[src/common/ic_pkg.sv]
package ic_pkg;

    // CPU physical address and data word
    typedef logic [31:0] addr_t;
    typedef logic [31:0] data_t;

    // One DRAM line, four words wide
    typedef logic [127:0] line_t;

    // Top address nibble selects the target device
    typedef logic [3:0] dev_t;

    // Load/store width code
    // Bits 1:0 give byte, half or word, bit 2 marks an unsigned load
    typedef logic [2:0] funct3_t;

    // Where the load data of the previous cycle comes from
    typedef enum logic [2:0] {
        RESP_NONE  = 3'd0,
        RESP_DRAM  = 3'd1,
        RESP_PLIC  = 3'd2,
        RESP_CLINT = 3'd3,
        RESP_FB    = 3'd4
    } resp_src_t;

    // Device nibbles, address bits 31:28
    localparam dev_t DEV_DRAM_LOW  = 4'h0;
    localparam dev_t DEV_VIRTIO    = 4'h4;
    localparam dev_t DEV_PLIC      = 4'h5;
    localparam dev_t DEV_CLINT     = 4'h6;
    localparam dev_t DEV_DRAM_BASE = 4'h8;

    // Sub-device nibble inside the VirtIO window, address bits 27:24
    localparam dev_t VIRT_FB = 4'h5;

    // DRAM sees only the low 27 address bits
    localparam addr_t DRAM_OFFSET_MASK = 32'h07ff_ffff;

    // Size field of the width code
    localparam logic [1:0] LS_BYTE = 2'd0;
    localparam logic [1:0] LS_HALF = 2'd1;

    // Position of the unsigned flag in the width code
    localparam int FUNCT3_UNSIGNED_BIT = 2;

endpackage

[src/common/dram_req_if.sv]
`timescale 1ns/100ps

interface dram_req_if #(
    parameter int LINE_BYTES = 16
);
    import ic_pkg::*;

    localparam int OFF_W = $clog2(LINE_BYTES);

    // Plain strobes, a request is accepted in any cycle where one is high
    logic    rd_en;
    logic    wr_en;
    addr_t   addr;
    funct3_t ctrl;

    // Byte position of the access inside one DRAM line
    logic [OFF_W-1:0] offset;

    assign offset = addr[OFF_W-1:0];

    modport decoder (
        output rd_en,
        output wr_en,
        output addr,
        output ctrl
    );

    modport aligner (
        input rd_en,
        input wr_en,
        input offset,
        input ctrl
    );

endinterface

[src/verilog/cpu_mem_interconnect.sv]
`timescale 1ns/100ps

module cpu_mem_interconnect #(
    parameter int LINE_BYTES = 16
) (
    input  logic            CLK,
    input  logic            reset,
    // CPU side
    input  ic_pkg::addr_t   cpu_addr,
    input  ic_pkg::data_t   cpu_wdata,
    input  ic_pkg::funct3_t cpu_ctrl,
    input  logic            cpu_we,
    input  logic            cpu_re,
    // DRAM controller
    input  logic            dram_busy,
    input  ic_pkg::line_t   dram_rdata,
    // Peripheral read data
    input  ic_pkg::data_t   plic_rdata,
    input  ic_pkg::data_t   clint_rdata,
    input  ic_pkg::data_t   fb_rdata,
    // DRAM request
    output logic            dram_rd_en,
    output logic            dram_wr_en,
    output ic_pkg::addr_t   dram_addr,
    output ic_pkg::data_t   dram_wdata,
    output ic_pkg::funct3_t dram_ctrl,
    // Peripheral strobes
    output logic            plic_we,
    output logic            plic_re,
    output logic            clint_we,
    output logic            fb_we,
    output ic_pkg::data_t   periph_wdata,
    // Load return
    output ic_pkg::data_t   load_data,
    output logic            load_is_dram
);
    import ic_pkg::*;

    resp_src_t resp_src;
    data_t     dram_word;

    dram_req_if #(
        .LINE_BYTES(LINE_BYTES)
    ) dram_req ();

    mem_map_decode u_mem_map_decode (
        .CLK          (CLK),
        .reset        (reset),
        .cpu_addr     (cpu_addr),
        .cpu_wdata    (cpu_wdata),
        .cpu_ctrl     (cpu_ctrl),
        .cpu_we       (cpu_we),
        .cpu_re       (cpu_re),
        .dram_busy    (dram_busy),
        .dram_addr    (dram_addr),
        .dram_wdata   (dram_wdata),
        .dram_ctrl    (dram_ctrl),
        .plic_we      (plic_we),
        .plic_re      (plic_re),
        .clint_we     (clint_we),
        .fb_we        (fb_we),
        .periph_wdata (periph_wdata),
        .resp_src     (resp_src),
        .req          (dram_req.decoder)
    );

    dram_load_align #(
        .LINE_BYTES(LINE_BYTES)
    ) u_dram_load_align (
        .CLK        (CLK),
        .reset      (reset),
        .dram_rdata (dram_rdata),
        .req        (dram_req.aligner),
        .dram_word  (dram_word)
    );

    read_return_mux u_read_return_mux (
        .resp_src     (resp_src),
        .dram_word    (dram_word),
        .plic_rdata   (plic_rdata),
        .clint_rdata  (clint_rdata),
        .fb_rdata     (fb_rdata),
        .load_data    (load_data),
        .load_is_dram (load_is_dram)
    );

    // DRAM strobes leave straight from the request interface
    assign dram_rd_en = dram_req.rd_en;
    assign dram_wr_en = dram_req.wr_en;

endmodule

[src/verilog/dram_load_align.sv]
`timescale 1ns/100ps

module dram_load_align #(
    parameter int LINE_BYTES = 16
) (
    input  logic          CLK,
    input  logic          reset,
    input  ic_pkg::line_t dram_rdata,
    dram_req_if.aligner   req,
    output ic_pkg::data_t dram_word
);
    import ic_pkg::*;

    localparam int OFF_W = $clog2(LINE_BYTES);

    // Last accepted DRAM request
    logic [OFF_W-1:0] last_off;
    funct3_t          last_ctrl;

    line_t shifted;
    data_t raw;
    logic  sign_b;
    logic  sign_h;

    always_ff @(posedge CLK) begin
        if (reset) begin
            last_off  <= '0;
            last_ctrl <= '0;
        end else if (req.rd_en || req.wr_en) begin
            last_off  <= req.offset;
            last_ctrl <= req.ctrl;
        end
    end

    // Bring the addressed byte down to bit 0
    assign shifted = dram_rdata >> {last_off, 3'b000};
    assign raw     = shifted[31:0];

    // Sign bits, forced low for unsigned loads
    assign sign_b = raw[7] & ~last_ctrl[FUNCT3_UNSIGNED_BIT];
    assign sign_h = raw[15] & ~last_ctrl[FUNCT3_UNSIGNED_BIT];

    always_comb begin
        case (last_ctrl[1:0])
            LS_BYTE: begin
                dram_word = {{24{sign_b}}, raw[7:0]};
            end
            LS_HALF: begin
                dram_word = {{16{sign_h}}, raw[15:0]};
            end
            default: begin
                // Full word needs no extension
                dram_word = raw;
            end
        endcase
    end

endmodule

[src/verilog/mem_map_decode.sv]
`timescale 1ns/100ps

module mem_map_decode (
    input  logic              CLK,
    input  logic              reset,
    input  ic_pkg::addr_t     cpu_addr,
    input  ic_pkg::data_t     cpu_wdata,
    input  ic_pkg::funct3_t   cpu_ctrl,
    input  logic              cpu_we,
    input  logic              cpu_re,
    input  logic              dram_busy,
    output ic_pkg::addr_t     dram_addr,
    output ic_pkg::data_t     dram_wdata,
    output ic_pkg::funct3_t   dram_ctrl,
    output logic              plic_we,
    output logic              plic_re,
    output logic              clint_we,
    output logic              fb_we,
    output ic_pkg::data_t     periph_wdata,
    output ic_pkg::resp_src_t resp_src,
    dram_req_if.decoder       req
);
    import ic_pkg::*;

    dev_t      dev;
    dev_t      virt;
    logic      is_dram;
    logic      dram_ok;
    logic      is_load;
    resp_src_t next_src;

    // Device and VirtIO sub-device fields
    assign dev  = cpu_addr[31:28];
    assign virt = cpu_addr[27:24];

    assign is_dram = (dev == DEV_DRAM_LOW) || (dev == DEV_DRAM_BASE);
    assign dram_ok = is_dram && !dram_busy;

    // A write wins when both strobes come in together
    assign is_load = cpu_re && !cpu_we;

    // DRAM request, dropped while the controller is busy
    assign req.wr_en = cpu_we && dram_ok;
    assign req.rd_en = is_load && dram_ok;
    assign req.addr  = cpu_addr;
    assign req.ctrl  = cpu_ctrl;

    assign dram_addr  = cpu_addr & DRAM_OFFSET_MASK;
    assign dram_wdata = cpu_wdata;
    assign dram_ctrl  = cpu_ctrl;

    // Peripheral strobes
    assign plic_we  = cpu_we && (dev == DEV_PLIC);
    assign plic_re  = cpu_re && (dev == DEV_PLIC);
    assign clint_we = cpu_we && (dev == DEV_CLINT);
    assign fb_we    = cpu_we && (dev == DEV_VIRTIO) && (virt == VIRT_FB);

    assign periph_wdata = cpu_wdata;

    // Source of next cycle's load data
    // Only loads return data, so writes and idle cycles give RESP_NONE
    always_comb begin
        next_src = RESP_NONE;
        if (is_load) begin
            if (dram_ok) begin
                next_src = RESP_DRAM;
            end else if (dev == DEV_PLIC) begin
                next_src = RESP_PLIC;
            end else if (dev == DEV_CLINT) begin
                next_src = RESP_CLINT;
            end else if ((dev == DEV_VIRTIO) && (virt == VIRT_FB)) begin
                next_src = RESP_FB;
            end
        end
    end

    // Registered device select, one cycle behind the request
    always_ff @(posedge CLK) begin
        if (reset) begin
            resp_src <= RESP_NONE;
        end else begin
            resp_src <= next_src;
        end
    end

endmodule

[src/verilog/read_return_mux.sv]
`timescale 1ns/100ps

module read_return_mux (
    input  ic_pkg::resp_src_t resp_src,
    input  ic_pkg::data_t     dram_word,
    input  ic_pkg::data_t     plic_rdata,
    input  ic_pkg::data_t     clint_rdata,
    input  ic_pkg::data_t     fb_rdata,
    output ic_pkg::data_t     load_data,
    output logic              load_is_dram
);
    import ic_pkg::*;

    // Word returned to the CPU for last cycle's load
    always_comb begin
        case (resp_src)
            RESP_DRAM: begin
                load_data = dram_word;
            end
            RESP_PLIC: begin
                load_data = plic_rdata;
            end
            RESP_CLINT: begin
                load_data = clint_rdata;
            end
            RESP_FB: begin
                load_data = fb_rdata;
            end
            default: begin
                // Unmapped, idle or dropped access
                load_data = '0;
            end
        endcase
    end

    assign load_is_dram = (resp_src == RESP_DRAM);

endmodule
[config.mk]
export PLATFORM = sky130hd
export DESIGN_NAME = cpu_mem_interconnect
export DESIGN_NICKNAME = d
export VERILOG_FILES = /design/src/common/ic_pkg.sv /design/src/common/dram_req_if.sv /design/src/verilog/cpu_mem_interconnect.sv /design/src/verilog/dram_load_align.sv /design/src/verilog/mem_map_decode.sv /design/src/verilog/read_return_mux.sv
export SDC_FILE = /design/constraint.sdc
export NUM_CORES = 1
export LEC_CHECK = 0
export BUFFER_PORTS_ARGS = -buffer_cell sky130_fd_sc_hd__buf_2
export CAP_MARGIN = 20
export CORE_AREA = 2 2 169 171
export DETAILED_ROUTE_END_ITERATION = 8
export DIE_AREA = 0 0 171 173
export PLACE_DENSITY = 0.62
export SYNTH_ARGS = -nofsm -noshare
export SYNTH_HDL_FRONTEND = slang
export SYNTH_HIERARCHICAL = 1
export SYNTH_SLANG_ARGS = --single-unit
export TNS_END_PERCENT = 5
[constraint.sdc]
create_clock -name CLK -period 3 [get_ports CLK]
set_input_delay 0.15 -clock CLK [delete_from_list [all_inputs] [get_ports CLK]]
set_output_delay 0.15 -clock CLK [all_outputs]
set_load 0.05 [all_outputs]
# After elaboration in Yosys (flattened, before gate mapping)
# Index checks and enable logic that the tools add are counted.
word_totals:
  regBits: 10
  latch_bits: 0
  mem_bits_rw: 0
  rom_bits: 0
  inputBits: 296
  out_inout_bits: 138
  elab_cells: 45
  memories: 0
classes:
  n_addsub: 0
  multipliers: 0
  n_div: 0
  order_cmp: 0
  eq_ne: 10
  shifts: 1
  muxes: 6
  bitwise: 4
  n_reduce_logical: 19
ops:
  columns: ["op", "count"]
  rows:
  - ["32-bit case mux with 4 select lines", 1]
  - ["128-bit by 7-bit right shift with 32-bit output", 1]
  - ["32-bit case mux with 2 select lines", 1]
  - ["4-bit by 3-bit == test with 1-bit output (second input constant)", 4]
  - ["1-bit logical AND", 10]
  - ["3-bit by 2-bit == test with 1-bit output (second input constant)", 2]
  - ["5-bit OR reduction", 1]
  - ["4-bit == test (second input constant)", 1]
  - ["4-bit logical NOT", 1]
  - ["2-bit 2-to-1 mux", 2]
  - ["3-bit by 1-bit == test with 1-bit output (second input constant)", 1]
  - ["3-bit == test (second input constant)", 1]
  - ["3-bit 2-to-1 mux", 1]
  - ["3-bit OR reduction", 1]
  - ["1-bit AND", 2]
  - ["2-bit by 1-bit == test with 1-bit output (second input constant)", 1]
  - ["1-bit logical NOT", 2]
  - ["2-bit logical NOT", 1]
  - ["1-bit logical OR", 2]
  - ["1-bit inverter", 2]
  - ["2-bit OR reduction", 1]
  - ["1-bit 2-to-1 mux", 1]

# Depth between registers and ports, before layout
logic_depth:
  word_depth: 6
  depth_mapped: 12
  depth_no_buf: 7

# By module
# The synthesis kept the hierarchy.
by_module_without_submodules:
  columns: ["mod", "instances", "cells_each", "area_per_inst_um2", "seq_area_each_um2"]
  rows:
  - ["dram_load_align", 1, 388, 4146.5, 140.1]
  - ["read_return_mux", 1, 159, 1475.2, 0.0]
  - ["mem_map_decode", 1, 159, 1242.4, 60.1]

# Worst setup path after synthesis
# Ideal clock, no wire load.
synth_timing:
  path_kind: "register to output"
  startpoint: "register u_dram_load_align.last_off[2]"
  endpoint: "output load_data[20]"
  arrival_time_ns: 2.890
  t_required_ns: 2.850
  path_slack_ns: -0.040
  path_stages_with_launch: 11
  path_buffers: 3
  path_cell_list: "dfxtp_1 -> buf_6 -> buf_12 -> mux2i_1 -> mux4_2 -> a22o_1 -> or4_4 -> buf_6 -> o311ai_1 -> mux2i_1 -> o211ai_1"
synth_between:
  elab_chain_len: 4
  elab_cells_between_ends: 5
  classes_between: "shift: 1; mux: 2; bitwise: 2"
synth_rtl:
  columns: ["item", "line_no", "text"]
  rows:
  - ["from (decl)", "dram_load_align.sv:17", "logic [OFF_W-1:0] last_off;"]
  - ["from (signal assigned)", "dram_load_align.sv:30", "last_off <= req.offset;"]
  - ["128-bit by 7-bit right shift with 32-bit output (*)", "dram_load_align.sv:36", "assign shifted = dram_rdata >> {last_off, 3'b000};"]
  - ["1-bit AND, on equally long branches", "dram_load_align.sv:41, dram_load_align.sv:40", null]
  - ["32-bit case mux with 2 select lines (*)", "dram_load_align.sv:44", "case (last_ctrl[1:0])"]
  - ["net dram_word[20]", "cpu_mem_interconnect.sv:40", "data_t dram_word;"]
  - ["32-bit case mux with 4 select lines (*)", "read_return_mux.sv:16", "case (resp_src)"]
  - ["to (decl)", "cpu_mem_interconnect.sv:34", "output ic_pkg::data_t load_data,"]
# Mark *: on every way through the listed nets, which the timed path passes. The rest lies on a longest branch.

# Final worst setup path
layout_timing:
  startpoint: "register u_dram_load_align.last_off[1]"
  endpoint: "output load_data[10]"
layout_between:
  elab_chain_len: 4
layout_rtl:
  columns: ["item", "line_no", "text"]
  rows:
  - ["128-bit by 7-bit right shift with 32-bit output (*)", "dram_load_align.sv:36", null]
  - ["1-bit AND", "dram_load_align.sv:40", "assign sign_b = raw[7] & ~last_ctrl[FUNCT3_UNSIGNED_BIT];"]
  - ["32-bit case mux with 2 select lines (*)", "dram_load_align.sv:44", null]
  - ["net dram_word[10]", "cpu_mem_interconnect.sv:40", null]
  - ["32-bit case mux with 4 select lines (*)", "read_return_mux.sv:16", null]
# Marks and branches as above.

==> run summary <==
• 240 ps — clk_lat worst skew
• 61 — number of placement rows
• 336 MHz — peak clock frequency supported by timing
• 0.877 — routability-driven placement congestion ratio
• 6,608 — via count of the routed design
• 1,239 — Post-Layout Cell Count
• clkbuf_16 — cell at the root of the clock tree
• 0 — count of max-cap constraint violations
• 159 uV — worst vdd rail ir drop
• 9.81 um2 — post-synthesis average cell area
• 6 — warning count from the yosys run
• built — TritonCTS clock tree
• 146 mW/mm2 — total power density per cell area
• 434 — I/O pin cnt
• 3.02 nW — leakage power total
• 1 — H-tree Lvls
• u_dram_load_align/last_off[0]$_SDFFE_PP0P_ — Worst R2R End
• 4 — buffers plus inverters on the worst setup path
• 22.1% — part of the power in the clock network
• 6,399 — vias in the first global route
• 0.000725 W — internal power consumption
• 2,914 — fill cell count
• 24.5% — synthesis-to-layout area growth
• primary input to flip-flop — class of the tightest hold or removal check
• 40 ps — clock-pin slew of the registers on the worst-case setup and hold paths
• u_dram_load_align/last_off[0]$_SDFFE_PP0P_ — startpoint of the most critical register-to-register path
• 173 um — Chip Height
• finished clean — status
• multiplexers — family of cells with the greatest summed delay on the critical path
• buf_12 > buf_12 > buf_12 > mux2i_1 > mux2i_1 > mux4_2 > o21ai_0 > nand2_1 > mux2i_1 > o211ai_1 > buf_4 — crit path cell chain
• 171 um — Chip Width
• 66.3% — combinational cell fraction of total power
• 0 ps — maximum clock skew at final layout
• 8 — number of antenna violations at the first check in global routing
• 1,151 — final net count
• 15 — highest net fanout along the worst path
• 0.00789 mm2 — Post-DP Area
• 3 — clock buffer count from CTS
• 5.33 — vias per inst
• 742 ps — slew of the pin with the lowest slew margin
• 3 — count of cells along the worst register-to-register path
• primary output — capturing element type of the critical path
• 0.00829 mm2 — area of all placed cells without fillers
• 292 — Port Buffers
• 678 — gate count of the mapped netlist
• 18.3% — All-Layer GR Usage
• 41,000 um — wire length of the first global-routing pass
• 0.000483 W — power dissipated by switching net loads
• 1,217 — number of cells in the design after placement
• load_data[10] — CP Capture Point
• 10 — number of clock sinks
• 0.0296 mm2 — Total Die Area
• 50.6% — headroom to the max-slew limit
• 58 — pin count of the biggest net entering global routing
• 2980 ps — time the worst path needs with I/O delays and setup
• 2830 ps — data arrival at the endpoint of the critical path
• 0 — overflow left after global routing
• 0 — Post-route DRC
• 0.00665 mm2 — cell area after synthesis
• 24,200 um — hpwl dp
• 23.5 um — Avg WL per Cell
• 2020 ps — setup slack on the worst flop-to-flop path
• flip-flop to primary output — Setup Crit Path Kind
• u_dram_load_align/last_off[1]$_SDFFE_PP0P_ — start point of the critical path
• 435 — 1st-iter DRT viols
• yes — unrepaired setup endpoints after global routing
• 2 — maximum buffer depth of the clock tree
• 11.6% — sequential group share of total power
• 0 — Final Hold Vio Count
• 0 — max-slew violation count
• 0 — final setup violation count
• 99.3% — part of the cycle the worst path needs
• 24.1% — initial core utilization
• 29,100 um — wirelength, routed
• mux4_2 — Critical-path top delay cell
• 5 — detailed-router iteration count before antenna repair
• 2850 ps — data required time at the worst endpoint
• 0.0276 mm2 — area inside the core boundary
• flip-flop — type of element launching the critical path
• 0 — number of antenna-violating nets in the routed design
• 40.0% — switching share of total power
• 510 ps — max incr delay on CP
• 11 — Critical Path Stages
• 57.4% — fraction of final layout cells with drive strength greater than 1
[layer usage]
metal	GRT usage [%]	vias up	routed length (um)
li1	-	3000	-
met1	25.1	3157	12400
met2	30.3	391	13600
met3	3.69	54	2480
met4	3.07	6	584
met5	0	-	41
[sequential cells by signal (all words and copies together), names as in the netlist]
signal / flops
u_dram_load_align/last_ctrl: 3
u_dram_load_align/last_off: 4
u_mem_map_decode/resp_src: 3
[worst min-delay path by stage]
stage / depth (start not counted) / endpoint / slack (ps) / startpoint
CTS: 3 / u_dram_load_align/last_ctrl[2]$_SDFFE_PP0P_ / 180 / cpu_ctrl[2]
global route: 3 / u_mem_map_decode/resp_src[2]$_SDFF_PP0_ / 200 / cpu_addr[27]
floorplan: 1 / u_dram_load_align/last_ctrl[0]$_SDFFE_PP0P_ / 220 / reset
global placement: 0 / dram_addr[15] / 300 / cpu_addr[15]
finish: 3 / u_dram_load_align/last_ctrl[2]$_SDFFE_PP0P_ / 180 / cpu_ctrl[2]
detailed placement: 0 / dram_addr[15] / 300 / cpu_addr[15]
[stage by stage]
stage          total power, W  util (%)  hold slack [ps]  setup TNS, ps  setup slack (ps)
2_1_floorplan        0.000877         -              219          -70.6             -33.6
3_3_place_gp         0.000907      28.6              300              0               216
3_5_place_dp         0.000918      28.6              300              0               125
4_1_cts               0.00120      29.4              182          -31.3             -24.2
5_1_grt               0.00128      30.0              200          -1130             -98.0
6_report              0.00121      30.0              182              0              20.5
[layout by cell type (no fill, tap or decap), types with 4 or more instances in the layout]
master and n:
a211oi_1 6, a21oi_1 21, a221oi_1 8, and3_1 6
buf_12 12, buf_2 275, buf_4 57, clkbuf_16 5
conb_1 5, dfxtp_1 4, dfxtp_4 4, diode_2 7
mux2_2 14, mux2i_1 67, mux2i_2 4, mux4_2 93
nand2_1 45, nand3_1 9, nand3_2 7, nand4bb_1 56
nor2_1 10, nor2b_1 8, o211ai_1 34, o21ai_0 16
o221ai_1 6, o2bb2ai_1 7, o311ai_1 5, or4bb_1 10
[power by group through the flow]
stage	combinational (W)	sequential, W	clock (W)
2_1_floorplan	0.000738	0.000139	0
3_3_place_gp	0.000764	0.000143	0
3_5_place_dp	0.000774	0.000144	0
4_1_cts	0.000788	0.000141	0.000274
5_1_grt	0.000860	0.000141	0.000279
6_report	0.000801	0.000141	0.000267
[final cells by class]
type	count	area (um2)	share of cell area [%]
Multi-Input combinational cell	481	5220	63.0
Timing Repair Buffer	353	2250	27.1
Tap cell	378	473	5.71
Sequential cell	10	218	2.63
Clock buffer	4	88.8	1.07
Inverter	6	22.5	0.272
Antenna cell	7	17.5	0.211
[worst min-delay path, stage by stage]
cell and delay (ps):
buf_2 100, o21ai_0 60, a21oi_1 60
[what timing repair did]
action	4_1_cts	5_1_grt
hold buffers	0	0
pin swaps	0	2
endpoints found under the setup margin	19	25
setup buffers	0	7
gates cloned	2	2
resized for setup	18	20
Power figures use the tool's default switching activity.
